## config.mk

```make
export PLATFORM = sky130hd
export DESIGN_NAME = core_top
export DESIGN_NICKNAME = d
export VERILOG_FILES = /design/src/verilog/core_pkg.sv /design/src/verilog/core_top.sv /design/src/verilog/exec_unit.sv /design/src/verilog/cmd_fifo.sv /design/src/verilog/fetch_queue_rolly.sv /design/src/verilog/fetch_unit.sv /design/src/verilog/core_cfg_regs.sv
export SDC_FILE = /design/constraint.sdc
export NUM_CORES = 1
export LEC_CHECK = 0
export ABC_AREA = 1
export BUFFER_PORTS_ARGS = -buffer_cell sky130_fd_sc_hd__buf_4
export CAP_MARGIN = 10
export CORE_ASPECT_RATIO = 2
export CORE_UTILIZATION = 43
export CTS_BUF_LIST = sky130_fd_sc_hd__clkbuf_8
export CTS_CLUSTER_SIZE = 30
export DETAILED_ROUTE_END_ITERATION = 16
export PLACE_DENSITY_LB_ADDON = 0.3
export SETUP_SLACK_MARGIN = 0.3
export SYNTH_ARGS = -nofsm -noshare
export SYNTH_HDL_FRONTEND = slang
export SYNTH_SLANG_ARGS = --single-unit
```

## constraint.sdc

```tcl
create_clock -name clk_i -period 10.23 [get_ports clk_i]
set_input_delay 0.5115 -clock clk_i [delete_from_list [all_inputs] [get_ports clk_i]]
set_output_delay 0.5115 -clock clk_i [all_outputs]
set_load 0.005 [all_outputs]
```

## src/verilog/core_pkg.sv

```systemverilog
// Word addressed PCs; instruction fields are fixed and the only exception cause is a fetch error
`default_nettype none

package core_pkg;

    localparam int pc_width_c       = 16;
    localparam int instr_width_c    = 32;
    localparam int reg_addr_width_c = 3;   // Register 0 reads as zero
    localparam int reg_data_width_c = 32;
    localparam int cause_width_c    = 4;

    localparam logic [1:0] op_addi_c = 2'd0;
    localparam logic [1:0] op_jmp_c  = 2'd1;
    localparam logic [1:0] op_nop_c  = 2'd2;

    localparam logic [cause_width_c-1:0] cause_fetch_err_c = 4'd1;

    typedef struct packed {
        logic [1:0]                  op;    // 31..30
        logic [reg_addr_width_c-1:0] rd;    // 29..27
        logic [reg_addr_width_c-1:0] rs;    // 26..24
        logic [7:0]                  rsvd;
        logic [15:0]                 imm;   // Sign extended for addi, target for jmp
    } instr_t;

    typedef struct packed {
        logic [instr_width_c-cause_width_c-1:0] pad;
        logic [cause_width_c-1:0]               cause;
    } exc_word_t;

    // Queue payload is either a fetched word or an exception cause
    typedef union packed {
        instr_t    instr;
        exc_word_t exc;
    } fq_payload_u;

    typedef struct packed {
        logic                  is_exc;
        logic [pc_width_c-1:0] pc;
        fq_payload_u           payload;
    } fq_entry_t;

    // Every command is a redirect
    typedef struct packed {
        logic [pc_width_c-1:0] pc;
    } fe_cmd_t;

    typedef logic [1:0] cfg_addr_t;

    localparam cfg_addr_t cfg_boot_pc_c = 2'd0;
    localparam cfg_addr_t cfg_trap_pc_c = 2'd1;
    localparam cfg_addr_t cfg_enable_c  = 2'd2;   // Bit 0 of write data

endpackage

`default_nettype wire
```

## src/verilog/core_top.sv

```systemverilog
// Config writes must set boot PC and trap vector before enable; queue depths must be powers of two
`timescale 1ns/100ps
`default_nettype none

module core_top
    import core_pkg::*;
#(
    parameter int fq_els_p    = 8
    , parameter int cmd_els_p = 2
)
(
    input  logic                          clk_i
    , input  logic                        rst_n_i

    , input  logic                        cfg_we_i
    , input  cfg_addr_t                   cfg_addr_i
    , input  logic [pc_width_c-1:0]       cfg_wdata_i

    , output logic [pc_width_c-1:0]       imem_addr_o
    , output logic                        imem_valid_o
    , input  logic                        imem_ready_i
    , input  logic [instr_width_c-1:0]    imem_rdata_i
    , input  logic                        imem_err_i
    , input  logic                        imem_rvalid_i

    , output logic                        cmt_valid_o
    , input  logic                        cmt_ready_i
    , output logic [pc_width_c-1:0]       cmt_pc_o
    , output logic                        cmt_rd_w_v_o
    , output logic [reg_addr_width_c-1:0] cmt_rd_addr_o
    , output logic [reg_data_width_c-1:0] cmt_data_o
    , output logic                        cmt_exc_o
);

    logic [pc_width_c-1:0] boot_pc, trap_pc;
    logic                  core_en;
    fq_entry_t             fq_data, fq_out_data;
    logic                  fq_valid, fq_ready, fq_out_valid, fq_yumi;
    logic                  fq_clr, fq_ckpt, fq_roll;
    fe_cmd_t               be_cmd, fe_cmd;           // Back end side, front end side
    logic                  be_cmd_valid, be_cmd_ready, fe_cmd_valid, fe_cmd_ready;

    core_cfg_regs i_cfg_regs
        (.clk_i(clk_i)
        ,.rst_n_i(rst_n_i)
        ,.cfg_we_i(cfg_we_i)
        ,.cfg_addr_i(cfg_addr_i)
        ,.cfg_wdata_i(cfg_wdata_i)
        ,.boot_pc_o(boot_pc)
        ,.trap_pc_o(trap_pc)
        ,.core_en_o(core_en)
        );

    fetch_unit i_fetch
        (.clk_i(clk_i)
        ,.rst_n_i(rst_n_i)
        ,.boot_pc_i(boot_pc)
        ,.core_en_i(core_en)
        ,.imem_addr_o(imem_addr_o)
        ,.imem_valid_o(imem_valid_o)
        ,.imem_ready_i(imem_ready_i)
        ,.imem_rdata_i(imem_rdata_i)
        ,.imem_err_i(imem_err_i)
        ,.imem_rvalid_i(imem_rvalid_i)
        ,.fq_data_o(fq_data)
        ,.fq_valid_o(fq_valid)
        ,.fq_ready_i(fq_ready)
        ,.cmd_data_i(fe_cmd)
        ,.cmd_valid_i(fe_cmd_valid)
        ,.cmd_ready_o(fe_cmd_ready)
        );

    fetch_queue_rolly #(.els_p(fq_els_p)) i_fq
        (.clk_i(clk_i)
        ,.rst_n_i(rst_n_i)
        ,.clr_i(fq_clr)
        ,.ckpt_i(fq_ckpt)
        ,.roll_i(fq_roll)
        ,.data_i(fq_data)
        ,.valid_i(fq_valid)
        ,.ready_o(fq_ready)
        ,.data_o(fq_out_data)
        ,.valid_o(fq_out_valid)
        ,.yumi_i(fq_yumi)
        );

    cmd_fifo #(.els_p(cmd_els_p)) i_cmd_fifo
        (.clk_i(clk_i)
        ,.rst_n_i(rst_n_i)
        ,.data_i(be_cmd)
        ,.valid_i(be_cmd_valid)
        ,.ready_o(be_cmd_ready)
        ,.data_o(fe_cmd)
        ,.valid_o(fe_cmd_valid)
        ,.ready_i(fe_cmd_ready)
        );

    exec_unit i_exec
        (.clk_i(clk_i)
        ,.rst_n_i(rst_n_i)
        ,.trap_pc_i(trap_pc)
        ,.fq_data_i(fq_out_data)
        ,.fq_valid_i(fq_out_valid)
        ,.fq_yumi_o(fq_yumi)
        ,.fq_clr_o(fq_clr)
        ,.fq_ckpt_o(fq_ckpt)
        ,.fq_roll_o(fq_roll)
        ,.cmd_data_o(be_cmd)
        ,.cmd_valid_o(be_cmd_valid)
        ,.cmd_ready_i(be_cmd_ready)
        ,.cmt_valid_o(cmt_valid_o)
        ,.cmt_ready_i(cmt_ready_i)
        ,.cmt_pc_o(cmt_pc_o)
        ,.cmt_rd_w_v_o(cmt_rd_w_v_o)
        ,.cmt_rd_addr_o(cmt_rd_addr_o)
        ,.cmt_data_o(cmt_data_o)
        ,.cmt_exc_o(cmt_exc_o)
        );

endmodule

`default_nettype wire

```

## src/verilog/exec_unit.sv

```systemverilog
// Queue entries are checkpointed on entering stage 2; a jump or exception commits only with its redirect
`timescale 1ns/100ps
`default_nettype none

module exec_unit
    import core_pkg::*;
(
    input  logic                          clk_i
    , input  logic                        rst_n_i

    , input  logic [pc_width_c-1:0]       trap_pc_i

    , input  fq_entry_t                   fq_data_i
    , input  logic                        fq_valid_i
    , output logic                        fq_yumi_o

    , output logic                        fq_clr_o
    , output logic                        fq_ckpt_o
    , output logic                        fq_roll_o

    , output fe_cmd_t                     cmd_data_o
    , output logic                        cmd_valid_o
    , input  logic                        cmd_ready_i

    , output logic                        cmt_valid_o
    , input  logic                        cmt_ready_i
    , output logic [pc_width_c-1:0]       cmt_pc_o
    , output logic                        cmt_rd_w_v_o
    , output logic [reg_addr_width_c-1:0] cmt_rd_addr_o
    , output logic [reg_data_width_c-1:0] cmt_data_o
    , output logic                        cmt_exc_o
);

    logic [reg_data_width_c-1:0] rf [2**reg_addr_width_c];

    logic                        s1_v_r;
    fq_entry_t                   s1_r;
    logic                        s2_v_r;
    logic                        s2_redir_r;
    logic [pc_width_c-1:0]       s2_tgt_r;

    instr_t                      ins;
    logic [reg_data_width_c-1:0] rs_val;
    logic                        d_wen;
    logic                        d_redir;
    logic [reg_data_width_c-1:0] d_data;
    logic [pc_width_c-1:0]       d_tgt;
    logic                        cmt_fire;
    logic                        s1_adv;
    logic                        squash;

    assign cmt_valid_o = s2_v_r && (!s2_redir_r || cmd_ready_i);
    assign cmt_fire    = cmt_valid_o && cmt_ready_i;
    assign cmd_valid_o = s2_v_r && s2_redir_r && cmt_ready_i;
    assign cmd_data_o.pc = s2_tgt_r;
    assign fq_clr_o    = cmt_fire && s2_redir_r;     // Also flushes stage 1

    assign s1_adv    = s1_v_r && (!s2_v_r || cmt_fire) && !fq_clr_o;
    assign squash    = s1_v_r && s2_v_r && !cmt_ready_i;
    assign fq_ckpt_o = s1_adv;
    assign fq_roll_o = squash;                        // Squashed entry is read again
    assign fq_yumi_o = fq_valid_i && (!s1_v_r || s1_adv) && !fq_clr_o;

    // Stage 1 decode with forwarding from stage 2
    assign ins = s1_r.payload.instr;

    always_comb begin
        if (ins.rs == '0)
            rs_val = '0;
        else if (s2_v_r && cmt_rd_w_v_o && cmt_rd_addr_o == ins.rs)
            rs_val = cmt_data_o;
        else
            rs_val = rf[ins.rs];
    end

    always_comb begin
        d_wen   = 1'b0;
        d_redir = 1'b0;
        d_data  = '0;
        d_tgt   = ins.imm;
        if (s1_r.is_exc) begin
            d_redir = 1'b1;
            d_data  = reg_data_width_c'(s1_r.payload.exc.cause);
            d_tgt   = trap_pc_i;
        end else begin
            case (ins.op)
                op_addi_c: begin
                    d_wen  = 1'b1;
                    d_data = rs_val + {{16{ins.imm[15]}}, ins.imm};
                end
                op_jmp_c: d_redir = 1'b1;
                op_nop_c: ;
                default: ;                           // Opcode 3 runs as a no-op
            endcase
        end
    end

    always_ff @(posedge clk_i) begin
        if (!rst_n_i) begin
            s1_v_r <= 1'b0;
            s2_v_r <= 1'b0;
        end else begin
            if (fq_clr_o || squash)
                s1_v_r <= 1'b0;
            else if (fq_yumi_o)
                s1_v_r <= 1'b1;
            else if (s1_adv)
                s1_v_r <= 1'b0;

            if (s1_adv)
                s2_v_r <= 1'b1;
            else if (cmt_fire)
                s2_v_r <= 1'b0;
        end
    end

    always_ff @(posedge clk_i) begin
        if (fq_yumi_o)
            s1_r <= fq_data_i;
        if (s1_adv) begin
            cmt_pc_o      <= s1_r.pc;
            cmt_rd_w_v_o  <= d_wen;
            cmt_rd_addr_o <= ins.rd;
            cmt_data_o    <= d_data;
            cmt_exc_o     <= s1_r.is_exc;
            s2_redir_r    <= d_redir;
            s2_tgt_r      <= d_tgt;
        end
    end

    // Registers start at zero
    always_ff @(posedge clk_i) begin
        if (!rst_n_i) begin
            for (int i = 0; i < 2**reg_addr_width_c; i++)
                rf[i] <= '0;
        end else if (cmt_fire && cmt_rd_w_v_o && cmt_rd_addr_o != '0) begin
            rf[cmt_rd_addr_o] <= cmt_data_o;
        end
    end

endmodule

`default_nettype wire

```

## src/verilog/cmd_fifo.sv

```systemverilog
// Plain valid/ready FIFO for redirects; els_p must be a power of two of at least 2
`timescale 1ns/100ps
`default_nettype none

module cmd_fifo
    import core_pkg::*;
#(
    parameter int els_p = 2
)
(
    input  logic    clk_i
    , input  logic  rst_n_i

    , input  fe_cmd_t data_i
    , input  logic  valid_i
    , output logic  ready_o

    , output fe_cmd_t data_o
    , output logic  valid_o
    , input  logic  ready_i
);

    localparam int aw_lp = $clog2(els_p);

    fe_cmd_t        mem [els_p];
    logic [aw_lp:0] wptr_r;
    logic [aw_lp:0] rptr_r;
    logic           push;
    logic           pop;

    assign ready_o = (wptr_r ^ rptr_r) != {1'b1, {aw_lp{1'b0}}};
    assign valid_o = wptr_r != rptr_r;
    assign data_o  = mem[rptr_r[aw_lp-1:0]];
    assign push    = valid_i && ready_o;
    assign pop     = valid_o && ready_i;

    always_ff @(posedge clk_i) begin
        if (!rst_n_i) begin
            wptr_r <= '0;
            rptr_r <= '0;
        end else begin
            wptr_r <= wptr_r + (aw_lp+1)'(push);
            rptr_r <= rptr_r + (aw_lp+1)'(pop);
        end
    end

    always_ff @(posedge clk_i) begin
        if (push)
            mem[wptr_r[aw_lp-1:0]] <= data_i;
    end

endmodule

`default_nettype wire

```

## src/verilog/fetch_queue_rolly.sv

```systemverilog
// els_p must be a power of two; space counts from the checkpoint, clear beats rollback and checkpoint
`timescale 1ns/100ps
`default_nettype none

module fetch_queue_rolly
    import core_pkg::*;
#(
    parameter int els_p = 8
)
(
    input  logic        clk_i
    , input  logic      rst_n_i

    , input  logic      clr_i
    , input  logic      ckpt_i
    , input  logic      roll_i

    , input  fq_entry_t data_i
    , input  logic      valid_i
    , output logic      ready_o

    , output fq_entry_t data_o
    , output logic      valid_o
    , input  logic      yumi_i
);

    localparam int aw_lp = $clog2(els_p);

    fq_entry_t        mem [els_p];
    logic [aw_lp:0]   wptr_r;
    logic [aw_lp:0]   rptr_r;   // Speculative read
    logic [aw_lp:0]   cptr_r;   // Oldest entry still needed
    logic [aw_lp:0]   wptr_n;
    logic [aw_lp:0]   cptr_n;
    logic             push;

    // Full when write is a whole lap ahead of the checkpoint
    assign ready_o = (wptr_r ^ cptr_r) != {1'b1, {aw_lp{1'b0}}};
    assign push    = valid_i && ready_o;
    assign valid_o = rptr_r != wptr_r;
    assign data_o  = mem[rptr_r[aw_lp-1:0]];

    assign wptr_n = wptr_r + (aw_lp+1)'(push);
    assign cptr_n = cptr_r + (aw_lp+1)'(ckpt_i);

    always_ff @(posedge clk_i) begin
        if (!rst_n_i) begin
            wptr_r <= '0;
            rptr_r <= '0;
            cptr_r <= '0;
        end else begin
            wptr_r <= wptr_n;
            if (clr_i) begin
                rptr_r <= wptr_n;               // Drops a same-cycle push too
                cptr_r <= wptr_n;
            end else begin
                cptr_r <= cptr_n;
                if (roll_i)
                    rptr_r <= cptr_n;
                else
                    rptr_r <= rptr_r + (aw_lp+1)'(yumi_i);
            end
        end
    end

    always_ff @(posedge clk_i) begin
        if (push)
            mem[wptr_r[aw_lp-1:0]] <= data_i;
    end

endmodule

`default_nettype wire

```

## src/verilog/fetch_unit.sv

```systemverilog
// One request in flight, PC steps by one word; fetching stops after an error until a redirect
`timescale 1ns/100ps
`default_nettype none

module fetch_unit
    import core_pkg::*;
(
    input  logic                       clk_i
    , input  logic                     rst_n_i

    , input  logic [pc_width_c-1:0]    boot_pc_i
    , input  logic                     core_en_i

    , output logic [pc_width_c-1:0]    imem_addr_o
    , output logic                     imem_valid_o
    , input  logic                     imem_ready_i
    , input  logic [instr_width_c-1:0] imem_rdata_i
    , input  logic                     imem_err_i
    , input  logic                     imem_rvalid_i

    , output fq_entry_t                fq_data_o
    , output logic                     fq_valid_o
    , input  logic                     fq_ready_i

    , input  fe_cmd_t                  cmd_data_i
    , input  logic                     cmd_valid_i
    , output logic                     cmd_ready_o
);

    logic [pc_width_c-1:0] pc_r;   // Address of the pending or next request
    logic                  en_q_r;
    logic                  pend_r;
    logic                  halt_r;
    logic                  buf_v_r;
    fq_entry_t             buf_r;
    fq_entry_t             rsp_entry;
    logic                  cmd_take;
    logic                  rsp_v;

    // A redirect waits for the in-flight response, which it then drops
    assign cmd_ready_o = !pend_r || imem_rvalid_i;
    assign cmd_take    = cmd_valid_i && cmd_ready_o;
    assign rsp_v       = pend_r && imem_rvalid_i && !cmd_valid_i;

    assign imem_addr_o  = pc_r;
    assign imem_valid_o = core_en_i && en_q_r && !pend_r && !buf_v_r && !halt_r && !cmd_valid_i;

    always_comb begin
        rsp_entry.is_exc        = imem_err_i;
        rsp_entry.pc            = pc_r;
        rsp_entry.payload.instr = imem_rdata_i;
        if (imem_err_i) begin
            rsp_entry.payload.exc.pad   = '0;
            rsp_entry.payload.exc.cause = cause_fetch_err_c;
        end
    end

    // Nothing is pushed while a redirect is pending
    assign fq_valid_o = !cmd_valid_i && (buf_v_r || rsp_v);
    assign fq_data_o  = buf_v_r ? buf_r : rsp_entry;

    always_ff @(posedge clk_i) begin
        if (!rst_n_i) begin
            pc_r    <= '0;
            en_q_r  <= 1'b0;
            pend_r  <= 1'b0;
            halt_r  <= 1'b0;
            buf_v_r <= 1'b0;
        end else begin
            en_q_r <= core_en_i;
            if (cmd_take) begin
                pc_r    <= cmd_data_i.pc;
                pend_r  <= 1'b0;
                halt_r  <= 1'b0;
                buf_v_r <= 1'b0;
            end else begin
                if (imem_valid_o && imem_ready_i)
                    pend_r <= 1'b1;
                if (rsp_v) begin
                    pend_r  <= 1'b0;
                    pc_r    <= pc_r + 1'b1;
                    halt_r  <= imem_err_i;
                    buf_v_r <= !fq_ready_i;      // Queue full, park it
                end else if (buf_v_r && fq_ready_i) begin
                    buf_v_r <= 1'b0;
                end
            end
            if (core_en_i && !en_q_r)
                pc_r <= boot_pc_i;               // Enable rising edge
        end
    end

    always_ff @(posedge clk_i) begin
        if (rsp_v && !fq_ready_i)
            buf_r <= rsp_entry;
    end

endmodule

`default_nettype wire

```

## src/verilog/core_cfg_regs.sv

```systemverilog
// Write-only register block, no handshake; a write is visible one cycle later, all fields reset to 0
`timescale 1ns/100ps
`default_nettype none

module core_cfg_regs
    import core_pkg::*;
(
    input  logic                  clk_i
    , input  logic                rst_n_i

    , input  logic                cfg_we_i
    , input  cfg_addr_t           cfg_addr_i
    , input  logic [pc_width_c-1:0] cfg_wdata_i

    , output logic [pc_width_c-1:0] boot_pc_o
    , output logic [pc_width_c-1:0] trap_pc_o
    , output logic                core_en_o
);

    always_ff @(posedge clk_i) begin
        if (!rst_n_i) begin
            boot_pc_o <= '0;
            trap_pc_o <= '0;
            core_en_o <= 1'b0;
        end else if (cfg_we_i) begin
            case (cfg_addr_i)
                cfg_boot_pc_c: boot_pc_o <= cfg_wdata_i;
                cfg_trap_pc_c: trap_pc_o <= cfg_wdata_i;
                cfg_enable_c:  core_en_o <= cfg_wdata_i[0];
                default: ;                               // Address 3 is unmapped
            endcase
        end
    end

endmodule

`default_nettype wire

```

* Word-level counts from Yosys, hierarchy flattened
Memories as Yosys holds them, arrays and structs flattened. A register that Yosys moved wholly into a read port is not among the register bits.
Index checks and enable logic that the tools add are counted.
W data, S select, Z words.
** Word-level totals
- Logic and storage cells :: 144
- Memories kept :: 3
- Bits in writable memories :: 680
- Flip-flop bits (word level) :: 190
- Output and inout bits :: 71
** Cells by class
- Equality and inequality tests :: 8
- Bitwise operators :: 4
- Multiplexer cells :: 33
- Reduce and logical (&&, ||, !) cells :: 63
- Add/subtract/negate cells :: 7
** Memory list
- i_fq.mem :: depth 8, width 49, read ports 1, clocked after Yosys merged registers in 1, wr ports 1, line fetch_queue_rolly.sv:29 : fq_entry_t mem [els_p];
- i_exec.rf :: depth 8, width 32, read ports 1, clocked after Yosys merged registers in 0, wr ports 8, line exec_unit.sv:34 : logic [reg_data_width_c-1:0] rf [2**reg_addr_width_c];
- i_cmd_fifo.mem :: depth 2, width 16, read ports 1, clocked after Yosys merged registers in 1, wr ports 1, line cmd_fifo.sv:25 : fe_cmd_t mem [els_p];
** Operator list (number)
- $mux W32 :: 4
- $mux W16 :: 4
- $mux W49 :: 1
- $add A32 B32 Y32 :: 1
- $reduce_or A32 Y1 :: 1
- $logic_and A1 B1 Y1 :: 30
- $mux W4 :: 5
- $mux W1 :: 18
- $add A16 B1 Y16 const B :: 1
- $add A4 B1 Y4 :: 3
- $logic_not A1 Y1 :: 11
- $logic_or A1 B1 Y1 :: 6
- $reduce_and A2 Y1 :: 3
- $reduce_bool A2 Y1 :: 3
- $reduce_bool A3 Y1 :: 2
- $reduce_or A2 Y1 :: 3
- $add A2 B1 Y2 :: 2
- $eq A2 B1 Y1 const B :: 2
- $logic_not A2 Y1 :: 2
- $ne A4 B4 Y1 :: 1
- $ne A4 B4 Y1 const B :: 1
- $xor A4 B4 Y4 :: 1
- $eq A3 B3 Y1 :: 1
- $logic_not A3 Y1 :: 1
- 7 further kinds :: 8

* Logic depth before layout (Yosys ltp)
- Word-level depth :: 14
- Gate-level depth with buffers :: 22

* Hierarchy
From an unflattened synthesis, not the netlist that was laid out.
** Unflattened totals
- Cells, all modules :: 3995
- Area total of the unflattened synthesis :: 40338.7 um2
** By module, submodules not included
- exec_unit :: cells an instance 1822, seq. area each 11120.7 um2, times used 1, area each 17513.0 um2
- fetch_queue_rolly :: cells an instance 1315, seq. area each 12011.5 um2, times used 1, area each 16101.7 um2
- fetch_unit :: cells an instance 522, seq. area each 1871.8 um2, times used 1, area each 3836.2 um2
- core_cfg_regs :: cells an instance 217, seq. area each 660.6 um2, times used 1, area each 1451.4 um2
- cmd_fifo :: cells an instance 119, seq. area each 1061.0 um2, times used 1, area each 1436.4 um2

* Worst setup path after synthesis
No wires, ideal clock.
- Path type :: in2reg
- Start :: in cmt_ready_i
- End :: reg i_fq.rptr_r[1]
- Buffers on the path :: 0
- Setup time :: 122 ps
- Data required time :: 10108 ps
- Data arrival time :: 5541 ps
- Setup slack :: 4567 ps
- Stages :: 13
- Path through :: nand2_1 inv_1 nand2_1 nor2_2 inv_1 nand2_1 a21oi_1 ha_1 ha_1 nand2_1 o21ai_0 o21ai_0 a21oi_1
** On the way
- Longest elaborated chain between the ends :: 10
- Elaborated cells on any way between the ends :: 15
** Ends and longest elaborated chain
- start: declaration :: line core_top.sv:27 : , input logic cmt_ready_i
- $logic_and A1 B1 Y1 (*) :: line exec_unit.sv:53 : assign cmt_fire = cmt_valid_o && cmt_ready_i;
- $logic_or A1 B1 Y1 or $logic_and A1 B1 Y1 (tied branches) :: line exec_unit.sv:58, exec_unit.sv:56
- $logic_and A1 B1 Y1 or $logic_not A1 Y1 (tied branches) :: line exec_unit.sv:58 : assign s1_adv = s1_v_r && (!s2_v_r || cmt_fire) && !fq_clr_o;
- $logic_and A1 B1 Y1 (*) :: line exec_unit.sv:58
- via fq_ckpt :: line core_top.sv:39 : logic fq_clr, fq_ckpt, fq_roll;
- $logic_or A1 B1 Y1 :: line exec_unit.sv:62 : assign fq_yumi_o = fq_valid_i && (!s1_v_r || s1_adv) && !fq_clr_o;
- $logic_and A1 B1 Y1 (2 in a row) :: line exec_unit.sv:62
- $add A4 B1 Y4 :: line fetch_queue_rolly.sv:61 : rptr_r <= rptr_r + (aw_lp+1)'(yumi_i);
- $mux W4 (*) :: line fetch_queue_rolly.sv:58 : if (roll_i)
- $mux W4 (*) :: line fetch_queue_rolly.sv:53 : if (clr_i) begin
- end signal: assignment :: line fetch_queue_rolly.sv:54 : rptr_r <= wptr_n;
- end signal: assignment :: line fetch_queue_rolly.sv:59 : rptr_r <= cptr_n;
- end signal: assignment :: line fetch_queue_rolly.sv:61
- end: declaration :: line fetch_queue_rolly.sv:31 : logic [aw_lp:0] rptr_r;
The timed path passes the listed nets; every way through them passes the cells marked *.
A chain may end at the register's enable or synchronous reset.

* Final worst setup path
- Start :: reg i_exec.ins[24] (netlist name)
- End :: reg i_exec.cmt_data_o[28], data pin
** On the way
- Longest elaborated chain between the ends :: 5
- Elaborated cells on any way between the ends :: 7
** Ends and longest elaborated chain
- branches (longest 3 deep; another with $mem_v2 Z8 W32)
- $mux W32 (*) :: line exec_unit.sv:68 : if (ins.rs == '0)
- $add A32 B32 Y32 (*) :: line exec_unit.sv:89 : d_data = rs_val + {{16{ins.imm[15]}}, ins.imm};
- end signal: assignment :: line exec_unit.sv:124 : cmt_data_o <= d_data;
- end: declaration :: line exec_unit.sv:30 : , output logic [reg_data_width_c-1:0] cmt_data_o
Every way passes the cells marked *.

==> impl_metrics.ini <==
[sta]
timing.final.hold_violations = 0
final.period_utilization_pct = 49.5
tightest_slew_ns = 1.20
skew_ns = 0.0447
highest_clock_rate_ghz = 0.198
rsz0062_at_grt = false
period_minus_slack_ns = 5.06
timing.final.max_slew_violations = 0
setup-violations-final = 0
finalSetupTns_ns = 0
timing.max_slew.rel_slack_pct = 19.2

[cts]
cts.clk_slew.worst_paths_ns = 0.07
numCtsBuffers = 105
clock_path_buffers = 3
cts_tree = done
postCtsSetupRepairBufs = 0
ctsHtreeMaxLevel = 3
post_cts_resized = 0
cts.sinks = 808
ctsRootBufferMaster = sky130_fd_sc_hd__clkbuf_8
clk-insertion-delay-late_ns = 0.79

[floorplan]
floorplan.initialDensity_pct = 43.4
core_area_um2 = 81100
fp.dieW_um = 204
core.rowCount = 148
design.die.area_um2 = 83100
io_pins = 128
die_h_um = 407

[critical_path]
setup.worst_path.class = flop to flop
rr_startpoint = i_exec.ins[24]
critical_register_to_register_path_endpoint = i_exec.cmt_data_o[28]
reg2reg_setup_slack_ns = 5.17
worstPathRequired_ns = 10.82
worstPathArrival_ns = 5.65
timing.critical_path.from_type = flop
worst_setup_path_end_kind = flop
worst-r2r-cell-count = 20
maximum_fanout_encountered_on_the_critical_timing_path = 36

[place]
numPlacedInstances = 4407
place.gp.congestion = 0.964
numPortBuffers = 119
hpwlAfterDp_um = 60400

[worst_hold_path]
worstHoldPathCells = 3
timing.hold.worst.start = cfg_wdata_i[13]
hold_path_class = primary input to flop
worst_hold_path.endpoint = i_cfg_regs.boot_pc_o[13]

[synthesis]
synthesis.instances = 3384
ys.warnings.count = 0
synth.avg_cell_area_um2 = 10.4
synth_top_cell_area_share_pct = 62.8
async_reset_ff_share_pct = 0
synthesized_net_count = 3483
postSynthRegisterBits = 808
yosys.cell_types.count = 40
synth_top_cells_by_count = 770 x sky130_fd_sc_hd__nor2_1, 736 x sky130_fd_sc_hd__edfxtp_1, 568 x sky130_fd_sc_hd__nand2_1, 376 x sky130_fd_sc_hd__o21ai_0, 210 x sky130_fd_sc_hd__inv_1
part_of_the_yosys_area_used_for_sequential_elements_pct = 66.9
netlist.top_cell.by_area = sky130_fd_sc_hd__edfxtp_1
synth_most_common_cell = sky130_fd_sc_hd__nor2_1
synth-edff-count = 736
ys_top_cells_by_area = sky130_fd_sc_hd__edfxtp_1 63%, sky130_fd_sc_hd__nor2_1 8.2%, sky130_fd_sc_hd__nand2_1 6.1%
mappedNetlistArea_um2 = 35200
ys.flop_type = sky130_fd_sc_hd__edfxtp_1

[global_routing]
grt_pass1_vias = 24400
antenna_violations_before_repair = 1
grt_overflow = 0
grt_pass1_wl_um = 144000
grt_max_degree = 87
globalRouteTotalUtil_pct = 23.6

[routing]
wl_per_cell_um = 21.2
drt_drc_violations_left = 0
first_pass_detailed_route_iteration_total = 5
post_drt_via_cell_ratio = 5.41
drt-initial-drc-count = 1696
dr_total_vias = 25000
final_antenna_net_count = 0
wl_um = 97800

[cells_and_area]
final_layout_size_suffix_gt1_share_pct = 9.40
post_layout_nonfiller_instances = 4615
layout-area-overhead-vs-synth_pct = 11.0
utilization_pct = 48.2
finalNetCount = 3579

[pwr]
p_leak_nw = 14.9
power_density_nw_per_um2 = 197
power.ir.vdd_worst_mv = 0.139
fin_total_pwr_w = 0.00769

[run]
maxCapViolCount = 0

[outcome]
run_status = completed
[per-stage QoR]
step | worst slack, ns | hold WS (ns) | instance area, um2
floorplan | 4.57 | 0.400 | 35200
global placement | 5.35 | 0.400 | 36900
detailed placement | 5.28 | 0.405 | 36900
CTS | 5.22 | 0.00195 | 39100
global route | 4.77 | 0.0435 | 39100
finish | 5.17 | 0.0654 | 39100
[area by class of cell]
cell class	instances	area [um2]
repair buffers	180	1390
fillers	7378	42000
diodes	1	2.50
well taps	1050	1310
clock inverters	85	508
multi-input cells	2171	10000
inverters	214	806
clock buffers	106	1460
flip-flops and latches	808	23500
[what timing repair did]
item                                   in CTS  in global routing
hold buffers                               16                  0
endpoints found under the hold margin      23                  0
setup endpoints to repair                   0                  0
[cell usage in the layout, fill, tap and decap left out, types with 12 or more instances in the layout]
cell	netlist	routed
sky130_fd_sc_hd__a21oi_1	134	133
sky130_fd_sc_hd__a31oi_1	45	45
sky130_fd_sc_hd__buf_4	16	164
sky130_fd_sc_hd__clkbuf_8	0	106
sky130_fd_sc_hd__clkinv_1	2	23
sky130_fd_sc_hd__dfxtp_1	72	69
sky130_fd_sc_hd__dlygate4sd3_1	0	16
sky130_fd_sc_hd__edfxtp_1	736	736
sky130_fd_sc_hd__ha_1	41	41
sky130_fd_sc_hd__inv_1	210	248
sky130_fd_sc_hd__nand2_1	568	563
sky130_fd_sc_hd__nand3_1	75	75
sky130_fd_sc_hd__nor2_1	770	760
sky130_fd_sc_hd__nor2_4	2	12
sky130_fd_sc_hd__nor3_1	15	15
sky130_fd_sc_hd__o2111ai_1	26	26
sky130_fd_sc_hd__o21ai_0	376	376
sky130_fd_sc_hd__o22ai_1	44	44
sky130_fd_sc_hd__xor2_1	14	14
[cell families (layout without fill, tap and decap cells)]
logic type,Yosys count,count (layout),synth area share (%)
AO/OA/AOI/OAI,647,647,9.97
flip-flops,808,808,66.9
AND/OR/NAND/NOR,1457,1457,16.1
XOR/XNOR,24,24,0.597
buffers and inverters,405,585,4.86
other,0,1,0
adder cells (fa/ha/maj),42,42,1.51
multiplexers,1,1,0.0320
[report_power, final]
group	internal, W	switching [W]	leakage, nW	total [W]
logic	0.000435	0.00103	6.21	0.00147
clock network	0.00108	0.00121	1.16	0.00228
registers	0.00380	0.000140	7.57	0.00394
total	0.00531	0.00238	14.9	0.00769
[worst max path at each step]
stage	startpoint	end	slack, ns
final	i_exec.ins[24]	i_exec.cmt_data_o[28]	5.17
after global routing	i_exec.ins[24]	i_exec.cmt_data_o[28]	4.77
after detailed placement	i_exec.ins[24]	i_exec.cmt_data_o[28]	5.28
after CTS	i_exec.ins[24]	i_exec.cmt_data_o[28]	5.22
after global placement	i_exec.ins[24]	i_exec.cmt_data_o[28]	5.35
after floorplan	cmt_ready_i	i_fq.rptr_r[1]	4.57
[layer usage]
layer | part of all wire, % | global-route usage [%] | vias to the layer above
met4 | 5.4 | 13.7 | 0
met1 | 36 | 25.4 | 12100
met3 | 5.7 | 3.32 | 250
met2 | 53 | 43.4 | 881
met5 | 0 | 0 | -
li1 | - | - | 11800
[critical path: stages (launching register included)]
cell                       delay, ns
sky130_fd_sc_hd__edfxtp_1       0.32
sky130_fd_sc_hd__buf_4          0.46
sky130_fd_sc_hd__nor2_1         0.13
sky130_fd_sc_hd__inv_2          0.67
sky130_fd_sc_hd__nor2_1         0.09
sky130_fd_sc_hd__inv_1          0.43
sky130_fd_sc_hd__buf_4          0.33
sky130_fd_sc_hd__o21ai_0        0.12
sky130_fd_sc_hd__a21oi_1        0.20
sky130_fd_sc_hd__ha_1           0.21
sky130_fd_sc_hd__inv_1          0.06
sky130_fd_sc_hd__fa_1           0.45
sky130_fd_sc_hd__o21ai_0        0.38
sky130_fd_sc_hd__nand2_1        0.09
sky130_fd_sc_hd__nand2_1        0.14
sky130_fd_sc_hd__nand2_1        0.09
sky130_fd_sc_hd__nand2_1        0.19
sky130_fd_sc_hd__nand2_1        0.11
sky130_fd_sc_hd__nand3_1        0.09
sky130_fd_sc_hd__nand2_1        0.05
sky130_fd_sc_hd__nor2_1         0.21
[flip-flops by register name, summed over array words and instances (netlist names), 2 cells and up, named ones only]
name / count
i_exec.s1_r: 17
i_exec.cmt_rd_addr_o: 3
i_cfg_regs.trap_pc_o: 16
i_exec.ins: 24
i_exec.cmd_data_o: 16
i_fetch.imem_addr_o: 16
i_cmd_fifo.mem: 32
i_fetch.buf_r: 41
i_fq.wptr_r: 4
i_cfg_regs.boot_pc_o: 16
i_exec.cmt_data_o: 32
i_fq.cptr_r: 4
i_fq.mem: 328
i_fq.rptr_r: 4
i_cmd_fifo.wptr_r: 2
i_exec.rf: 224
i_exec.cmt_pc_o: 16
i_cmd_fifo.rptr_r: 2
No activity file was read; power rests on OpenSTA's default activity.
